## src/design/qspi_pkg.sv

```systemverilog
package qspi_pkg;

	////////////////////////////////////////
	// widths with a meaning

	typedef logic [7:0] byte_t;      // one data byte on the write or read path
	typedef logic [3:0] nibble_t;    // one x4 transfer on DQ
	typedef logic [31:0] word_t;     // register value
	typedef logic [7:0] insn_t;      // instruction byte
	typedef logic [2:0] reg_addr_t;  // register index, 8 registers max

	localparam int BYTES_PER_WORD = 4;  // words go out msb first

	////////////////////////////////////////
	// instruction layout

	// bit 7 selects read, 6:3 must be zero, 2:0 is the start register
	localparam int INSN_READ_BIT = 7;
	localparam int INSN_RSVD_MSB = 6;
	localparam int INSN_RSVD_LSB = 3;
	localparam int INSN_ADDR_MSB = 2;

	////////////////////////////////////////
	// command from decode to execute and result

	typedef struct packed {
		logic is_read;    // data flows from device to host
		logic legal;      // reserved bits were clear
		reg_addr_t addr;  // first register of the burst
	} qspi_cmd_t;

	////////////////////////////////////////
	// transceiver states

	typedef enum logic [2:0] {
		st_deselected = 3'd0,  // cs# high, waiting for start
		st_insn       = 3'd1,  // shifting in the two instruction nibbles
		st_turnaround = 3'd2,  // one dummy sck, bus changes direction here
		st_wr_hi      = 3'd3,  // next rise carries the high nibble of a write byte
		st_wr_lo      = 3'd4,  // next rise carries the low nibble
		st_rd_hi      = 3'd5,  // next rise drives the high nibble of a read byte
		st_rd_lo      = 3'd6   // next rise drives the low nibble
	} xcvr_state_t;

endpackage

```

## src/design/qspi_input_sync.sv

```systemverilog
`timescale 1ns/1ps

module qspi_input_sync (
	input logic clk,
	input logic rst_n,
	input logic sck,
	input logic cs_n,
	input qspi_pkg::nibble_t dq_in,
	output logic cs_n_s,               // synchronized cs#
	output qspi_pkg::nibble_t dq_s,    // synchronized dq
	output logic sck_rise,             // one clk per sck rising edge
	output logic start                 // one clk per cs# falling edge
);

	logic [2:0] sck_ff;             // sck chain, stage 2 is the safe copy
	logic [2:0] cs_ff;              // cs# chain, idles high
	qspi_pkg::nibble_t dq_ff [3];   // dq chain, all four lanes together
	logic sck_prev;                 // last synchronized sck
	logic cs_prev;                  // last synchronized cs#

	always_ff @(posedge clk) begin
		if (!rst_n) begin
			sck_ff <= '0;
			cs_ff <= '1;  // deselected out of reset
			dq_ff[0] <= '0;
			dq_ff[1] <= '0;
			dq_ff[2] <= '0;
			sck_prev <= 1'b0;
			cs_prev <= 1'b1;
			sck_rise <= 1'b0;
			start <= 1'b0;
		end else begin
			sck_ff <= {sck_ff[1:0], sck};
			cs_ff <= {cs_ff[1:0], cs_n};
			dq_ff[0] <= dq_in;
			dq_ff[1] <= dq_ff[0];
			dq_ff[2] <= dq_ff[1];
			sck_prev <= sck_ff[2];
			cs_prev <= cs_ff[2];
			sck_rise <= sck_ff[2] & ~sck_prev;  // low then high
			start <= cs_prev & ~cs_ff[2];       // high then low
		end
	end

	assign cs_n_s = cs_ff[2];
	assign dq_s = dq_ff[2];

endmodule

```

## src/design/qspi_device_if.sv

```systemverilog
`timescale 1ns/1ps

module qspi_device_if (
	input logic clk,
	input logic rst_n,
	input logic cs_n_s,
	input qspi_pkg::nibble_t dq_s,
	input logic sck_rise,
	input logic start,
	input logic rd_mode,               // from decode, valid from insn_valid on
	input logic rd_valid,              // read byte strobe from the result block
	input qspi_pkg::byte_t rd_data,
	output qspi_pkg::insn_t insn,
	output logic insn_valid,
	output logic wr_valid,
	output qspi_pkg::byte_t wr_data,
	output logic rd_ready,             // asks the result block for the next byte
	output qspi_pkg::nibble_t dq_out,
	output logic dq_oe
);

	qspi_pkg::xcvr_state_t state;
	logic insn_cnt;                   // which instruction nibble comes next
	qspi_pkg::nibble_t dq_hi;         // high nibble of a write byte
	qspi_pkg::byte_t rd_data_next;    // next byte to shift out
	qspi_pkg::byte_t rd_data_fwd;     // same, with rd_data forwarded

	////////////////////////////////////////
	// read byte holding

	always_comb begin
		rd_data_fwd = rd_data_next;
		if (rd_valid)
			rd_data_fwd = rd_data;  // fresh byte wins over the held one
	end

	// first byte is requested with the instruction, the rest while the
	// low nibble of the current byte goes out
	assign rd_ready = insn_valid | ((state == qspi_pkg::st_rd_lo) & sck_rise);

	////////////////////////////////////////
	// control FSM

	always_ff @(posedge clk) begin
		if (!rst_n) begin
			state <= qspi_pkg::st_deselected;
			insn_cnt <= 1'b0;
			insn_valid <= 1'b0;
			wr_valid <= 1'b0;
			dq_oe <= 1'b0;  // bus released out of reset
		end else begin
			insn_valid <= 1'b0;
			wr_valid <= 1'b0;

			if (sck_rise) begin
				case (state)
					qspi_pkg::st_insn: begin
						insn_cnt <= ~insn_cnt;
						if (insn_cnt) begin  // second nibble just arrived
							insn_valid <= 1'b1;
							state <= qspi_pkg::st_turnaround;
						end
					end
					qspi_pkg::st_turnaround: begin
						if (rd_mode) begin
							dq_oe <= 1'b1;  // take the bus
							state <= qspi_pkg::st_rd_lo;  // high nibble goes out now
						end else begin
							state <= qspi_pkg::st_wr_hi;
						end
					end
					qspi_pkg::st_wr_hi: state <= qspi_pkg::st_wr_lo;
					qspi_pkg::st_wr_lo: begin
						wr_valid <= 1'b1;  // byte complete
						state <= qspi_pkg::st_wr_hi;
					end
					qspi_pkg::st_rd_hi: state <= qspi_pkg::st_rd_lo;
					qspi_pkg::st_rd_lo: state <= qspi_pkg::st_rd_hi;
					default: ;  // deselected, ignore sck
				endcase
			end

			// deselect aborts whatever was in flight
			if (cs_n_s) begin
				state <= qspi_pkg::st_deselected;
				dq_oe <= 1'b0;
			end

			if (start) begin
				state <= qspi_pkg::st_insn;
				insn_cnt <= 1'b0;
			end
		end
	end

	////////////////////////////////////////
	// data path

	always_ff @(posedge clk) begin
		rd_data_next <= rd_data_fwd;
		if (sck_rise) begin
			case (state)
				qspi_pkg::st_insn: insn <= {insn[3:0], dq_s};       // msn first
				qspi_pkg::st_turnaround: dq_out <= rd_data_fwd[7:4];  // only seen when oe rises
				qspi_pkg::st_wr_hi: dq_hi <= dq_s;
				qspi_pkg::st_wr_lo: wr_data <= {dq_hi, dq_s};
				qspi_pkg::st_rd_hi: dq_out <= rd_data_fwd[7:4];
				qspi_pkg::st_rd_lo: dq_out <= rd_data_fwd[3:0];
				default: ;
			endcase
		end
	end

	////////////////////////////////////////
	// checks

	// bus may only stay driven for the one clk that reacts to deselect
	a_oe_deselect: assert property (@(posedge clk) disable iff (!rst_n)
		(dq_oe && cs_n_s) |-> $rose(cs_n_s));

	// a command is either a write or a read, never both at once
	a_wr_rd_excl: assert property (@(posedge clk) disable iff (!rst_n)
		!(wr_valid && rd_ready));

endmodule

```

## src/design/qspi_cmd_decode.sv

```systemverilog
`timescale 1ns/1ps

module qspi_cmd_decode (
	input logic clk,
	input logic rst_n,
	input qspi_pkg::insn_t insn,        // held by the transceiver until next start
	input logic insn_valid,
	output logic rd_mode,               // direction for the turnaround
	output qspi_pkg::qspi_cmd_t cmd,
	output logic cmd_valid
);

	logic rsvd_clear;               // reserved field is all zero
	qspi_pkg::reg_addr_t insn_addr; // start register field

	////////////////////////////////////////
	// field split

	assign rsvd_clear = ~|insn[qspi_pkg::INSN_RSVD_MSB:qspi_pkg::INSN_RSVD_LSB];
	assign insn_addr = insn[qspi_pkg::INSN_ADDR_MSB:0];

	// a read with reserved bits set still turns the bus around
	// the result block returns zeros for it
	assign rd_mode = insn[qspi_pkg::INSN_READ_BIT];

	////////////////////////////////////////
	// command register

	always_ff @(posedge clk) begin
		if (!rst_n) begin
			cmd <= '0;
			cmd_valid <= 1'b0;
		end else begin
			cmd_valid <= insn_valid;  // one clk behind the instruction
			if (insn_valid) begin
				cmd.is_read <= insn[qspi_pkg::INSN_READ_BIT];
				cmd.legal <= rsvd_clear;
				cmd.addr <= insn_addr;
			end
		end
	end

	// the command lands one clk after the strobe
	// and the transceiver must still hold the same instruction by then
	a_cmd_lag: assert property (@(posedge clk) disable iff (!rst_n)
		cmd_valid |-> (cmd.is_read == rd_mode) && (cmd.legal == rsvd_clear) &&
			(cmd.addr == insn_addr));

endmodule

```

## src/design/qspi_reg_execute.sv

```systemverilog
`timescale 1ns/1ps

module qspi_reg_execute #(
	parameter int REG_COUNT = 8
) (
	input logic clk,
	input logic rst_n,
	input logic cs_n_s,                 // deselect drops a partial word
	input qspi_pkg::qspi_cmd_t cmd,
	input logic cmd_valid,
	input logic wr_valid,
	input qspi_pkg::byte_t wr_data,
	input qspi_pkg::reg_addr_t rd_addr,
	output qspi_pkg::word_t rd_word     // combinational read port
);

	localparam int PTR_W = (REG_COUNT > 1) ? $clog2(REG_COUNT) : 1;
	localparam int CNT_W = $clog2(qspi_pkg::BYTES_PER_WORD + 1);
	localparam logic [PTR_W-1:0] PTR_LAST = PTR_W'(REG_COUNT - 1);
	localparam logic [CNT_W-1:0] CNT_LAST = CNT_W'(qspi_pkg::BYTES_PER_WORD - 1);

	qspi_pkg::word_t bank [REG_COUNT];  // the registers
	logic [PTR_W-1:0] wr_ptr;           // register the next full word lands in
	logic [CNT_W-1:0] byte_cnt;         // bytes already in the accumulator
	logic wr_en;                        // current command is a legal write
	logic commit;                       // accumulator holds a full word
	qspi_pkg::word_t acc;               // word being assembled, msb first

	////////////////////////////////////////
	// control and bank

	always_ff @(posedge clk) begin
		if (!rst_n) begin
			for (int i = 0; i < REG_COUNT; i++)
				bank[i] <= '0;
			wr_ptr <= '0;
			byte_cnt <= '0;
			wr_en <= 1'b0;
			commit <= 1'b0;
		end else begin
			commit <= 1'b0;
			if (commit) begin
				bank[wr_ptr] <= acc;
				wr_ptr <= (wr_ptr == PTR_LAST) ? '0 : wr_ptr + 1'b1;  // wrap to first reg
			end

			if (cmd_valid) begin
				wr_ptr <= cmd.addr[PTR_W-1:0];
				wr_en <= cmd.legal & ~cmd.is_read;
				byte_cnt <= '0;
			end else if (cs_n_s) begin
				byte_cnt <= '0;  // partial word is thrown away
			end else if (wr_valid && wr_en) begin
				if (byte_cnt == CNT_LAST) begin
					byte_cnt <= '0;
					commit <= 1'b1;  // written next clk
				end else begin
					byte_cnt <= byte_cnt + 1'b1;
				end
			end
		end
	end

	// shifts every byte, only counted bytes ever get committed
	always_ff @(posedge clk) begin
		if (wr_valid)
			acc <= {acc[23:0], wr_data};
	end

	assign rd_word = bank[rd_addr[PTR_W-1:0]];

	a_cnt_range: assert property (@(posedge clk) disable iff (!rst_n)
		byte_cnt < qspi_pkg::BYTES_PER_WORD);

endmodule

```

## src/design/qspi_read_return.sv

```systemverilog
`timescale 1ns/1ps

module qspi_read_return #(
	parameter int REG_COUNT = 8
) (
	input logic clk,
	input logic rst_n,
	input qspi_pkg::qspi_cmd_t cmd,
	input logic cmd_valid,
	input logic rd_ready,
	input qspi_pkg::word_t rd_word,
	output qspi_pkg::reg_addr_t rd_addr,
	output logic rd_valid,
	output qspi_pkg::byte_t rd_data
);

	localparam int PTR_W = (REG_COUNT > 1) ? $clog2(REG_COUNT) : 1;
	localparam int IDX_W = $clog2(qspi_pkg::BYTES_PER_WORD);
	localparam logic [PTR_W-1:0] PTR_LAST = PTR_W'(REG_COUNT - 1);
	localparam logic [IDX_W-1:0] IDX_LAST = IDX_W'(qspi_pkg::BYTES_PER_WORD - 1);

	logic [PTR_W-1:0] rd_ptr;    // register being sent
	logic [IDX_W-1:0] byte_idx;  // 0 is the msb
	logic rd_en;                 // legal read in progress
	logic [PTR_W-1:0] cur_ptr;
	logic [IDX_W-1:0] cur_idx;
	logic cur_en;

	// first byte is answered in the same clk the command lands, so bypass it
	assign cur_ptr = cmd_valid ? cmd.addr[PTR_W-1:0] : rd_ptr;
	assign cur_idx = cmd_valid ? '0 : byte_idx;
	assign cur_en = cmd_valid ? (cmd.legal & cmd.is_read) : rd_en;

	assign rd_addr = qspi_pkg::reg_addr_t'(cur_ptr);
	assign rd_data = cur_en ? rd_word[8 * (IDX_LAST - cur_idx) +: 8] : '0;  // zeros if illegal

	always_ff @(posedge clk) begin
		if (!rst_n) begin
			rd_ptr <= '0;
			byte_idx <= '0;
			rd_en <= 1'b0;
			rd_valid <= 1'b0;
		end else begin
			rd_valid <= rd_ready;  // answer exactly one clk later
			if (cmd_valid) begin
				rd_ptr <= cur_ptr;
				byte_idx <= '0;
				rd_en <= cur_en;
			end
			if (rd_valid) begin  // byte taken, step to the next one
				if (cur_idx == IDX_LAST) begin
					byte_idx <= '0;
					rd_ptr <= (cur_ptr == PTR_LAST) ? '0 : cur_ptr + 1'b1;
				end else begin
					byte_idx <= cur_idx + 1'b1;
					rd_ptr <= cur_ptr;
				end
			end
		end
	end

endmodule

```

## src/design/qspi_regs_top.sv

```systemverilog
`timescale 1ns/1ps

module qspi_regs_top #(
	parameter int REG_COUNT = 8  // power of two, 8 at most
) (
	input logic clk,
	input logic rst_n,
	input logic sck,
	input logic cs_n,
	input qspi_pkg::nibble_t dq_in,
	output qspi_pkg::nibble_t dq_out,
	output logic dq_oe
);

	////////////////////////////////////////
	// internal links

	logic cs_n_s;
	qspi_pkg::nibble_t dq_s;
	logic sck_rise;
	logic start;
	qspi_pkg::insn_t insn;
	logic insn_valid;
	logic rd_mode;
	qspi_pkg::qspi_cmd_t cmd;
	logic cmd_valid;
	logic wr_valid;
	qspi_pkg::byte_t wr_data;
	logic rd_ready;
	logic rd_valid;
	qspi_pkg::byte_t rd_data;
	qspi_pkg::reg_addr_t rd_addr;
	qspi_pkg::word_t rd_word;

	////////////////////////////////////////
	// pins to transceiver

	qspi_input_sync u_sync (
		.clk(clk), .rst_n(rst_n), .sck(sck), .cs_n(cs_n), .dq_in(dq_in),
		.cs_n_s(cs_n_s), .dq_s(dq_s), .sck_rise(sck_rise), .start(start)
	);

	qspi_device_if u_xcvr (
		.clk(clk), .rst_n(rst_n), .cs_n_s(cs_n_s), .dq_s(dq_s),
		.sck_rise(sck_rise), .start(start), .rd_mode(rd_mode),
		.rd_valid(rd_valid), .rd_data(rd_data), .insn(insn),
		.insn_valid(insn_valid), .wr_valid(wr_valid), .wr_data(wr_data),
		.rd_ready(rd_ready), .dq_out(dq_out), .dq_oe(dq_oe)
	);

	////////////////////////////////////////
	// command and registers

	qspi_cmd_decode u_decode (
		.clk(clk), .rst_n(rst_n), .insn(insn), .insn_valid(insn_valid),
		.rd_mode(rd_mode), .cmd(cmd), .cmd_valid(cmd_valid)
	);

	qspi_reg_execute #(.REG_COUNT(REG_COUNT)) u_exec (
		.clk(clk), .rst_n(rst_n), .cs_n_s(cs_n_s), .cmd(cmd),
		.cmd_valid(cmd_valid), .wr_valid(wr_valid), .wr_data(wr_data),
		.rd_addr(rd_addr), .rd_word(rd_word)
	);

	qspi_read_return #(.REG_COUNT(REG_COUNT)) u_result (
		.clk(clk), .rst_n(rst_n), .cmd(cmd), .cmd_valid(cmd_valid),
		.rd_ready(rd_ready), .rd_word(rd_word), .rd_addr(rd_addr),
		.rd_valid(rd_valid), .rd_data(rd_data)
	);

endmodule

```

## config.mk

```make
export PLATFORM = sky130hd
export DESIGN_NAME = qspi_regs_top
export DESIGN_NICKNAME = d
export VERILOG_FILES = /design/src/design/qspi_pkg.sv /design/src/design/qspi_input_sync.sv /design/src/design/qspi_device_if.sv /design/src/design/qspi_cmd_decode.sv /design/src/design/qspi_reg_execute.sv /design/src/design/qspi_read_return.sv /design/src/design/qspi_regs_top.sv
export SDC_FILE = /design/constraint.sdc
export NUM_CORES = 1
export LEC_CHECK = 0
export BUFFER_PORTS_ARGS = -buffer_cell sky130_fd_sc_hd__buf_2
export CAP_MARGIN = 20
export CORE_MARGIN = 2
export CORE_UTILIZATION = 40
export DETAILED_ROUTE_END_ITERATION = 10
export PLACE_DENSITY = 0.64
export SYNTH_ARGS = -nofsm -noshare
export SYNTH_HDL_FRONTEND = slang
export SYNTH_SLANG_ARGS = --single-unit
```

## constraint.sdc

```tcl
create_clock -name clk -period 4.12 [get_ports clk]
set_clock_uncertainty 0.1 [all_clocks]
set_input_delay 0.206 -clock clk [delete_from_list [all_inputs] [get_ports clk]]
set_output_delay 0.206 -clock clk [all_outputs]
set_load 0.1 [all_outputs]
```

==> impl_results.md, run 1 <==
- Max incr delay on CP: 0.44 ns
- Crit-path cells: buf_4, mux2i_4, buf_12, mux4_2, a22o_1, a2111oi_2, nand3_1, mux2_2
- Clock sink count: 370
- Vias: 9119
- #FFs+latches synth: 370
- Combinational share of power: 2.0%
- Drt first pass iters: 5
- RSZ-0062 raised after global routing: no
- Non-Filler Instances: 1718
- Worst R2R Start: u_decode.cmd_valid
- Initial cell density of the core: 40.2%
- Cell taking the most area after synthesis: edfxtp_1
- YS warnings: 0
- Post-synthesis cell type count: 48
- Post-synth ARST share: 0%
- Iter 0 DRT Violations: 894
- Num CTS Buffers: 39
- Worst Path Max Fanout: 41
- WHS Path Cells: 2
- Post-CTS Setup Bufs: 0
- Reg-to-reg slack, setup: 0.95 ns
- Hold Vio Cnt, Final: 0
- Hold Path Sink: u_exec.bank[6][7]
- CTS tree: yes
- Antenna-violating nets left: 0
- Pwr Density: 432 mW/mm2
- Synth top area share: 60.5%
- Ant diodes: 0
- Clock Power Share: 43.0%
- Final #Nets: 1185
- CTS root buf: clkbuf_16
- Reg2reg end: u_xcvr.dq_out[0]
- Synth-to-Final Area Change: 14.2%
- Die ar.: 0.0403 mm2
- Switching Share: 20.1%
- Post-synthesis sequential area ratio: 68.0%
- Worst Setup Start Kind: flip-flop
- # IOs: 13
- Worst-Skew Late Latency: 0.53 ns
- Hold Path Origin: rst_n
- Count leader, synth: edfxtp_1
- Vias per inst: 5.31
- Critical path class: reg2reg
- Gr usage total: 19.1%
- Peak VDD IR: 295 uV
- Grt ovf: 0
- Initial antenna violation count: 0
- Number of global-route vias before repair: 9406
- Pin count of the biggest net entering global routing: 42
- Syn nets: 1149
- Reg2Reg Depth: 8
- Wire length per cell: 21.9 um
- DRT Wirelength: 37700 um
- Synth area leaders: edfxtp_1 61%, and2_1 11%, dfxtp_1 7.5%
- H-tree depth: 2
- Final routed DRC violation total: 0
- Status: finished clean
- Die Y: 201 um
- Design area: 0.0177 mm2
- HP Class: in2reg
- Tmin final: 3.17 ns
- CTS resizes: 0
- DP Worst Slack: 1.00 ns
- Setup Viol. Count Final: 0
- Data required, critical path: 4.29 ns
- Number of flops mapped to enable cells by yosys: 312
- Arr. time, crit path: 3.34 ns
- Top FF cell, synth: edfxtp_1
- Max clock buf depth: 3
- Top cell family by delay on the critical path: multiplexers
- Slowest CP cell: a2111oi_2
- Final worst setup slack: 0.952 ns
- Cts hold-fix bufs: 6
- Total power: 7.65 mW
- Tcrit/Tclk final: 76.9%
- Mean Syn Cell Area: 13.6 um2
- Worst setup path start: u_decode.cmd_valid
- Top post-synthesis cells by count: 312 x edfxtp_1, 280 x and2_1, 127 x nand2_1
- Int Power: 6.11 mW
- CP Capture Type: flip-flop
- Routability cong.: 0.782
- Worst-path clk slew: 0.06 ns
- Placed cell areas: 0.0164 mm2
- Final Core Density: 46.0%
- Worst-Margin Slew: 1.08 ns
- Mapped cell area: 0.0155 mm2
- Buf/Inv on CP: 2
- Share of post-route cells with drive strength above 1: 13.9%
- Hpwl dp: 21200 um
- Max cap viols: 0
- Setup TNS Final: 0 ns
- Max-slew violations: 0
- First-pass GRT wire length: 57900 um
- Row cnt: 72
- Net Sw Power: 1.54 mW
- # fillers: 3392
- Core area: 0.0385 mm2
- Die Wd: 201 um
- Number of I/O port buffers: 12
- Placed cells: 1642
- Leakage power: 6.34 nW
- Achievable Freq: 316 MHz
- Cells after Synth: 1136
- Hold slack: 0.204 ns
- Sequential Power Share: 55.0%
- Slew HR: 28.0%
==> worst max-delay path by stage <==
stage | slack (ns) | to | depth (start not counted)
global placement | 1.01 | u_xcvr.dq_out[0] | 8
finish | 0.95 | u_xcvr.dq_out[0] | 8
CTS | 0.97 | u_xcvr.dq_out[0] | 8
global route | 0.84 | u_xcvr.dq_out[0] | 8
floorplan | 0.63 | u_exec.bank[7][0] | 2
detailed placement | 1.00 | u_xcvr.dq_out[0] | 8
==> worst register-to-register path, delay by kind of cell, from the launching register on <==
kind | cells | cell delay (ns)
flops | 1 | 0.38
buf+inv | 2 | 0.61
compound gates | 2 | 0.69
simple gates | 1 | 0.16
mux | 3 | 0.99
==> placed cells by master, fill, tap and decap left out, types with 7 or more instances in the layout <==
cell type  netlist  final
edfxtp_1       312    312
and2_1         280    280
nand2_1        127    127
dfxtp_1         58     57
nand3_1         55     55
clkbuf_16        0     41
buf_4            3     35
mux2i_1         34     32
nor2b_1         25     25
mux4_2          24     24
nand4_1         18     18
buf_2            9     12
nor2_1          17     11
nand2b_1        12     10
o22ai_1         10     10
clkinv_2         0     10
clkbuf_1        44     10
a31oi_1          9      9
a32oi_1          8      8
a22o_1           7      7
a2111oi_2        7      7
==> cell families after synthesis <==
family | after synthesis | share of synthesized area, %
and+or+nand+nor | 559 | 20.0
DFF | 370 | 68.0
muxes | 63 | 6.05
adders and majority gates | 5 | 0.404
xor gates and xnor gates | 3 | 0.170
AOI/OAI and AO/OA | 69 | 3.53
buffers and inverters | 67 | 1.87
==> power by group through the flow <==
stage	Clock (mW)	Combinational, mW	Sequential (mW)
2_1_floorplan	0	0.0835	4.27
3_3_place_gp	0	0.146	4.28
3_5_place_dp	0	0.149	4.28
4_1_cts	3.34	0.154	4.20
5_1_grt	3.49	0.163	4.22
6_report	3.29	0.152	4.20
==> sequential cells by signal, summed over array words and instances, names as in the netlist, 3 cells and up <==
register	count
u_sync.dq_ff	12
u_xcvr.insn	8
u_xcvr.wr_data	8
u_xcvr.rd_data_next	8
u_decode.cmd	5
u_xcvr.dq_hi	4
u_exec.acc	32
u_result.rd_ptr	3
u_sync.sck_ff	3
u_exec.bank	256
u_xcvr.state	3
u_xcvr.dq_out	4
u_exec.wr_ptr	3
u_exec.byte_cnt	3
u_sync.cs_ff	3
==> metal layers <==
layer / global-route usage, % / vias to the layer above / wire [um]
li1: - / 4159 / -
met1: 26.3 / 4569 / 16300
met2: 30.6 / 312 / 17700
met3: 3.13 / 79 / 2530
met4: 6.88 / 0 / 1200
met5: 0 / - / 0
==> final cells by class <==
class,instances,area (um2),area share (%)
clock inverter,17,103,0.580
inverter,4,15.0,0.0849
sequential,370,10500,59.5
tap,518,648,3.66
timing repair buffer,58,483,2.73
clock buffer,52,1080,6.09
multi-input combinational,699,4830,27.3
No activity file was read; power rests on OpenSTA's default activity.
==> run 2, diff against run 1 <==
- clock period: 4.12 -> 3.1 ns (I/O delays scaled with it)
==> run 2 against run 1 <==
Compared with the run above: final area grew 1.4%; register-to-register slack lost 0.85 ns; non-clock buffer count grew 12; utilization grew 0.65 points; count of clock-buffer cells in the layout shrank 2; critical path depth shrank 1; sequential share of layout area shrank 0.83 points; total power grew 39%; routed wire length is essentially flat; clock power grew 46%.
==> impl_results.md, run 2 (synthesized netlist as in run 1, its figures left out) <==
- Status: finished clean (unchanged)
- Initial cell density of the core: 40.2% (unchanged)
- Reg with most FFs: u_exec.bank (unchanged)
- Biggest registers after layout: u_exec.bank x256, u_exec.acc x32, u_sync.dq_ff x12 (unchanged)
- Synth-to-Final Area Change: 15.9% (was 14.2%)
- Vias: 9156 (was 9119)
- Antenna-violating nets left: 0 (unchanged)
- Initial antenna violation count: 0 (unchanged)
- Data required, critical path: 3.27 ns (was 4.29 ns)
- First-pass GRT wire length: 56600 um (was 57900 um)
- DRT met1 WL: 16100 um (was 16300 um)
- Setup TNS Final: 0 ns (unchanged)
- Slowest CP cell: mux4_2 (was a2111oi_2)
- Max incr delay on CP: 0.51 ns (was 0.44 ns)
- RSZ-0062 raised after global routing: no (unchanged)
- Worst Path Max Fanout: 12 (was 41)
- Core area: 0.0385 mm2 (unchanged)
- Leakage power: 6.48 nW (was 6.34 nW)
- Routability cong.: 0.763 (was 0.782)
- Number of global-route vias before repair: 9141 (was 9406)
- Max cap viols: 0 (unchanged)
- Die Wd: 201 um (unchanged)
- Reg2Reg Depth: 7 (was 8)
- CTS tree: yes (unchanged)
- Max-slew violations: 0 (unchanged)
- HP Class: in2reg (unchanged)
- DP Worst Slack: 0.0928 ns (was 1.00 ns)
- Uppermost layer routed: met4 (unchanged)
- CTS root buf: clkbuf_16 (unchanged)
- CP Capture Type: flip-flop (unchanged)
- Peak VDD IR: 388 uV (was 295 uV)
- Num CTS Buffers: 39 (unchanged)
- Achievable Freq: 334 MHz (was 316 MHz)
- WHS Path Cells: 3 (was 2)
- Most frequent cells in the layout: 312 x edfxtp_1, 280 x and2_1, 127 x nand2_1 (unchanged)
- Share of post-route cells with drive strength above 1: 15.1% (was 13.9%)
- Crit-path cells: mux2i_4, buf_12, mux4_2, a22o_1, a2111oi_2, nand3_1, mux2_2 (was buf_4, mux2i_4, buf_12, mux4_2, a22o_1, a2111oi_2, nand3_1, mux2_2)
- DRT Wirelength: 37700 um (about the same)
- CP Depth: 7 (was 8)
- Top cell family by delay on the critical path: multiplexers (unchanged)
- Critical path class: reg2reg (unchanged)
- Die Y: 201 um (unchanged)
- Die ar.: 0.0403 mm2 (unchanged)
- Hpwl dp: 20800 um (was 21200 um)
- Gr usage total: 18.7% (was 19.1%)
- Pin count of the biggest net entering global routing: 50 (was 42)
- # fillers: 3323 (was 3392)
- Worst-Margin Slew: 0.691 ns (was 1.08 ns)
- Setup Viol. Count Final: 0 (unchanged)
- Iter 0 DRT Violations: 941 (was 894)
- Routed wire length on met3: 2340 um (was 2530 um)
- Met2 wire length: 18300 um (was 17700 um)
- Drt first pass iters: 7 (was 5)
- Hold slack: 0.107 ns (was 0.204 ns)
- Number of I/O port buffers: 12 (unchanged)
- Max reg flops: 256 (unchanged)
- Grt ovf: 0 (unchanged)
- Tcrit/Tclk final: 96.6% (was 76.9%)
- Pwr Density: 591 mW/mm2 (was 432 mW/mm2)
- Tmin final: 2.99 ns (was 3.17 ns)
- Vias per inst: 5.29 (was 5.31)
- Total power: 10.6 mW (was 7.65 mW)
- H-tree depth: 2 (unchanged)
- Wire length per cell: 21.7 um (was 21.9 um)
- Placed cell areas: 0.0164 mm2 (about the same)
- Worst-path clk slew: 0.06 ns (about the same)
- Row cnt: 72 (unchanged)
- Worst-Skew Late Latency: 0.52 ns (was 0.53 ns)
- Final #Nets: 1197 (was 1185)
- Hold Vio Cnt, Final: 0 (unchanged)
- Ant diodes: 0 (unchanged)
- Design area: 0.0179 mm2 (was 0.0177 mm2)
- Final routed DRC violation total: 0 (unchanged)
- Buf/Inv on CP: 1 (was 2)
- Final worst setup slack: 0.105 ns (was 0.952 ns)
- Worst Setup Start Kind: flip-flop (unchanged)
- Commonest non-fill, non-tap cell in the layout: edfxtp_1 (unchanged)
- Arr. time, crit path: 3.16 ns (was 3.34 ns)
- # IOs: 13 (unchanged)
- Max clock buf depth: 3 (unchanged)
- Clock sink count: 370 (unchanged)
- Slew HR: 53.9% (was 28.0%)
-- run 2: cell types whose count changed in the layout (fill, tap and decap cells not counted), moves of 2 or more --
cell | before | now
buf_4 | 35 | 44
bufinv_16 | 1 | 6
clkbuf_1 | 10 | 7
clkinv_2 | 10 | 5
o32ai_2 | 0 | 2
o32ai_4 | 2 | 0
-- run 2: layer usage --
| layer | up-vias | track usage [%] |
|---|---|---|
| li1 | 4198 | - |
| met1 | 4585 | 25.3 |
| met2 | 314 | 31.5 |
| met3 | 59 | 2.37 |
| met4 | 0 | 5.58 |
| met5 | - | 0 |
-- run 2: worst register-to-register path, stage by stage, from the launching register on --
cell and delay, ns:
dfxtp_1 0.41, mux2i_4 0.40, buf_12 0.21, mux4_2 0.51
a22o_1 0.25, a2111oi_2 0.42, nand3_1 0.16, mux2_2 0.28
-- run 2: path summary, 6_finish.rpt --
| path | startpoint | end | slack (ns) |
|---|---|---|---|
| max | u_decode.cmd_valid | u_xcvr.dq_out[1] | 0.11 |
| min | rst_n | u_sync.cs_ff[0] | 0.11 |
| max reg2reg | u_decode.cmd_valid | u_xcvr.dq_out[1] | 0.11 |
| min reg2reg | u_sync.sck_prev | u_sync.sck_rise | 0.29 |
-- run 2: area by class of cell --
class	count	area [um2]	area share, %
Inverter	4	15.0	0.0837
Timing Repair Buffer	70	607	3.38
Tap cell	518	648	3.61
Multi-Input combinational cell	699	4800	26.8
Clock inverter	21	256	1.43
Clock buffer	50	1080	6.02
Sequential cell	370	10500	58.7
-- run 2: power breakdown --
part	switching (mW)	leakage [nW]	internal, mW	total, mW
logic	0.135	2.38	0.0664	0.202
clock network	1.85	0.652	2.96	4.81
registers	0.0497	3.44	5.54	5.59
-- run 2: metrics by stage --
| stage | utilization (%) | cells |
|---|---|---|
| after floorplan | - | 1136 |
| after global placement | 42.8 | 1645 |
| after detailed placement | 42.8 | 1645 |
| after CTS | 46.4 | 1722 |
| after global routing | 46.6 | 1732 |
| final | 46.6 | 1732 |
-- run 2: repair_timing --
item / 4_1_cts / 5_1_grt
hold buffers: 6 / 0
endpoints found under the setup margin: 0 / 1
resized for setup: 0 / 1
endpoints found under the hold margin: 6 / 0
buffers inserted: 0 / 9
==> run 3, diff against run 2 <==
- CORE_ASPECT_RATIO: default -> 1.1
==> run 3 against run 2 <==
Compared with the run above: count of clock-buffer cells in the layout increased by 13; die area about the same; register-to-register slack improved by 0.06 ns; sequential share of layout area increased by 0.32 points; largest cell class unchanged; setup slack improved by 0.059 ns; sequential cell count unchanged; routed wire length decreased by 2.2%; clock power increased by 1%; cell count decreased by 1.4%; utilization increased by 0.079 points.
==> impl_results.md, run 3 (synthesized netlist as in run 1, its figures left out) <==
- Grt ovf: 0 (unchanged)
- CP Depth: 7 (unchanged)
- Die Y: 210 um (was 201 um)
- Drt first pass iters: 5 (was 7)
- Reg2Reg Depth: 7 (unchanged)
- Critical Path End: u_xcvr.dq_out[0] (was u_xcvr.dq_out[1])
- Vias per inst: 5.33 (was 5.29)
- H-tree depth: 2 (unchanged)
- Worst-path clk slew: 0.06 ns (about the same)
- Worst Path Max Fanout: 27 (was 12)
- Hpwl dp: 21700 um (was 20800 um)
- Top cell family by delay on the critical path: multiplexers (unchanged)
- Peak VDD IR: 434 uV (was 388 uV)
- Ant diodes: 0 (unchanged)
- Worst setup path start: u_decode.cmd_valid (unchanged)
- Share of post-route cells with drive strength above 1: 14.4% (was 15.1%)
- Arr. time, crit path: 3.12 ns (was 3.16 ns)
- Wire length per cell: 21.6 um (was 21.7 um)
- DP Worst Slack: 0.164 ns (was 0.0928 ns)
- Max incr delay on CP: 0.53 ns (was 0.51 ns)
- Critical path class: reg2reg (unchanged)
- Tcrit/Tclk final: 94.7% (was 96.6%)
- CP Capture Type: flip-flop (unchanged)
- # IOs: 13 (unchanged)
- Final #Nets: 1188 (was 1197)
- Synth-to-Final Area Change: 15.2% (was 15.9%)
- Biggest registers after layout: u_exec.bank x256, u_exec.acc x32, u_sync.dq_ff x12 (unchanged)
- Most frequent cells in the layout: 312 x edfxtp_1, 280 x and2_1, 127 x nand2_1 (unchanged)
- Die Wd: 192 um (was 201 um)
- Status: finished clean (unchanged)
- Setup Viol. Count Final: 0 (unchanged)
- Sequential Power Share: 52.5% (was 52.7%)
- Net Sw Power: 2.06 mW (was 2.03 mW)
- CTS root buf: clkbuf_16 (unchanged)
- Routability cong.: 0.790 (was 0.763)
- Buf/Inv on CP: 1 (unchanged)
- Clock sink count: 370 (unchanged)
- Max clock buf depth: 3 (unchanged)
- Num CTS Buffers: 40 (was 39)
- CTS resizes: 0 (unchanged)
- Int Power: 8.59 mW (was 8.57 mW)
- Multi-input gate area: 0.00480 mm2 (unchanged)
- First-pass GRT wire length: 56200 um (was 56600 um)
- Commonest non-fill, non-tap cell in the layout: edfxtp_1 (unchanged)
- Final Core Density: 46.7% (was 46.6%)
- WHS Path Cells: 3 (unchanged)
- Initial cell density of the core: 40.5% (was 40.2%)
- Total power: 10.6 mW (about the same)
- Pin count of the biggest net entering global routing: 50 (unchanged)
- Reg with most FFs: u_exec.bank (unchanged)
- HP Class: in2reg (unchanged)
- Gr usage total: 18.8% (was 18.7%)
- Max reg flops: 256 (unchanged)
- Register area: 0.0105 mm2 (unchanged)
- Die ar.: 0.0403 mm2 (about the same)
- Iter 0 DRT Violations: 745 (was 941)
- Worst-Margin Slew: 0.704 ns (was 0.691 ns)
- RSZ-0062 raised after global routing: no (unchanged)
- Crit-path cells: mux2i_4, buf_12, mux4_2, a22o_1, a2111oi_2, nand3_1, mux2_2 (unchanged)
- Pwr Density: 597 mW/mm2 (was 591 mW/mm2)
- Worst R2R Start: u_decode.cmd_valid (unchanged)
- Max-slew violations: 0 (unchanged)
- Slowest CP cell: mux4_2 (unchanged)
- CTS tree: yes (unchanged)
- Switching Share: 19.4% (was 19.2%)
- Initial antenna violation count: 1 (was 0)
- Placed cells: 1627 (was 1645)
- Core area: 0.0382 mm2 (was 0.0385 mm2)
- Data required, critical path: 3.28 ns (was 3.27 ns)
- Hold Vio Cnt, Final: 0 (unchanged)
- Achievable Freq: 341 MHz (was 334 MHz)
- Non-Filler Instances: 1707 (was 1732)
- Vias: 9090 (was 9156)
- Antenna-violating nets left: 0 (unchanged)
- Clock Power Share: 45.7% (was 45.4%)
- Leakage power: 6.43 nW (was 6.48 nW)
- Final routed DRC violation total: 0 (unchanged)
- Reg-to-reg slack, setup: 0.16 ns (was 0.11 ns)
- Max cap viols: 0 (unchanged)
- Number of I/O port buffers: 12 (unchanged)
- Combinational share of power: 1.8% (was 1.9%)
- Row cnt: 75 (was 72)
- Slew HR: 52.9% (was 53.9%)
- DRT Wirelength: 36800 um (was 37700 um)
- Setup TNS Final: 0 ns (unchanged)
- Reg2reg end: u_xcvr.dq_out[0] (was u_xcvr.dq_out[1])
- Worst-Skew Late Latency: 0.53 ns (was 0.52 ns)
- Final worst setup slack: 0.164 ns (was 0.105 ns)
- Tmin final: 2.94 ns (was 2.99 ns)
- # fillers: 3280 (was 3323)
- Number of global-route vias before repair: 9391 (was 9141)
- Worst Setup Start Kind: flip-flop (unchanged)
==> run 3: changes by cell type in the layout (fill, tap and decap cells not counted), sizes merged <==
cell	delta
clkinvlp	-1
bufinv	-3
inv	-1
clkinv	-5
clkbuf	+12
buf	-9
==> run 3: how the worst min path moves through the flow <==
stage               startpoint               to  slack, ns
floorplan                 cs_n  u_sync.cs_ff[0]       0.16
global placement          cs_n  u_sync.cs_ff[0]       0.25
detailed placement        cs_n  u_sync.cs_ff[0]       0.24
CTS                      rst_n  u_sync.cs_ff[0]       0.10
global route             rst_n  u_sync.cs_ff[0]       0.13
finish                   rst_n  u_sync.cs_ff[0]       0.11
==> run 3: per-stage QoR <==
| step | hold slack (ns) | area, um2 |
|---|---|---|
| 4_1_cts | 0.101 | 17800 |
| 3_3_place_gp | 0.246 | 16400 |
| 6_report | 0.107 | 17800 |
| 2_1_floorplan | 0.156 | 15500 |
| 3_5_place_dp | 0.241 | 16400 |
| 5_1_grt | 0.135 | 17800 |
==> run 3: routing by layer <==
metal,vias up,GRT usage (%),routed length [um]
li1,4171,-,-
met1,4583,24.0,15100
met2,278,32.9,18700
met3,58,2.43,2060
met4,0,6.05,1010
met5,-,0,0
==> run 3: area by class of cell <==
class                      count  share of cell area, %
sequential                   370                   59.0
multi-input combinational    699                   26.9
clock buffer                  63                   6.91
tap                          500                   3.51
timing repair buffer          60                   2.79
clock inverter                11                  0.771
inverter                       4                 0.0842
==> run 3: timing repair <==
action / in CTS / in global routing
hold buffers: 6 / 0
hold endpoints to repair: 6 / 0
buffers inserted: 0 / 0
setup endpoints to repair: 0 / 0
==> run 3: power groups by stage <==
stage,registers (mW),clock network (mW),logic [mW]
2_1_floorplan,5.68,0,0.111
3_3_place_gp,5.69,0,0.193
3_5_place_dp,5.69,0,0.194
4_1_cts,5.59,4.95,0.199
5_1_grt,5.60,5.11,0.210
6_report,5.59,4.87,0.195
==> run 3: tightest hold or removal path, delay by kind of cell <==
| kind | cells | cell delay, ns |
|---|---|---|
| buffers and inverters | 2 | 0.43 |
| and+or+nand+nor | 1 | 0.13 |
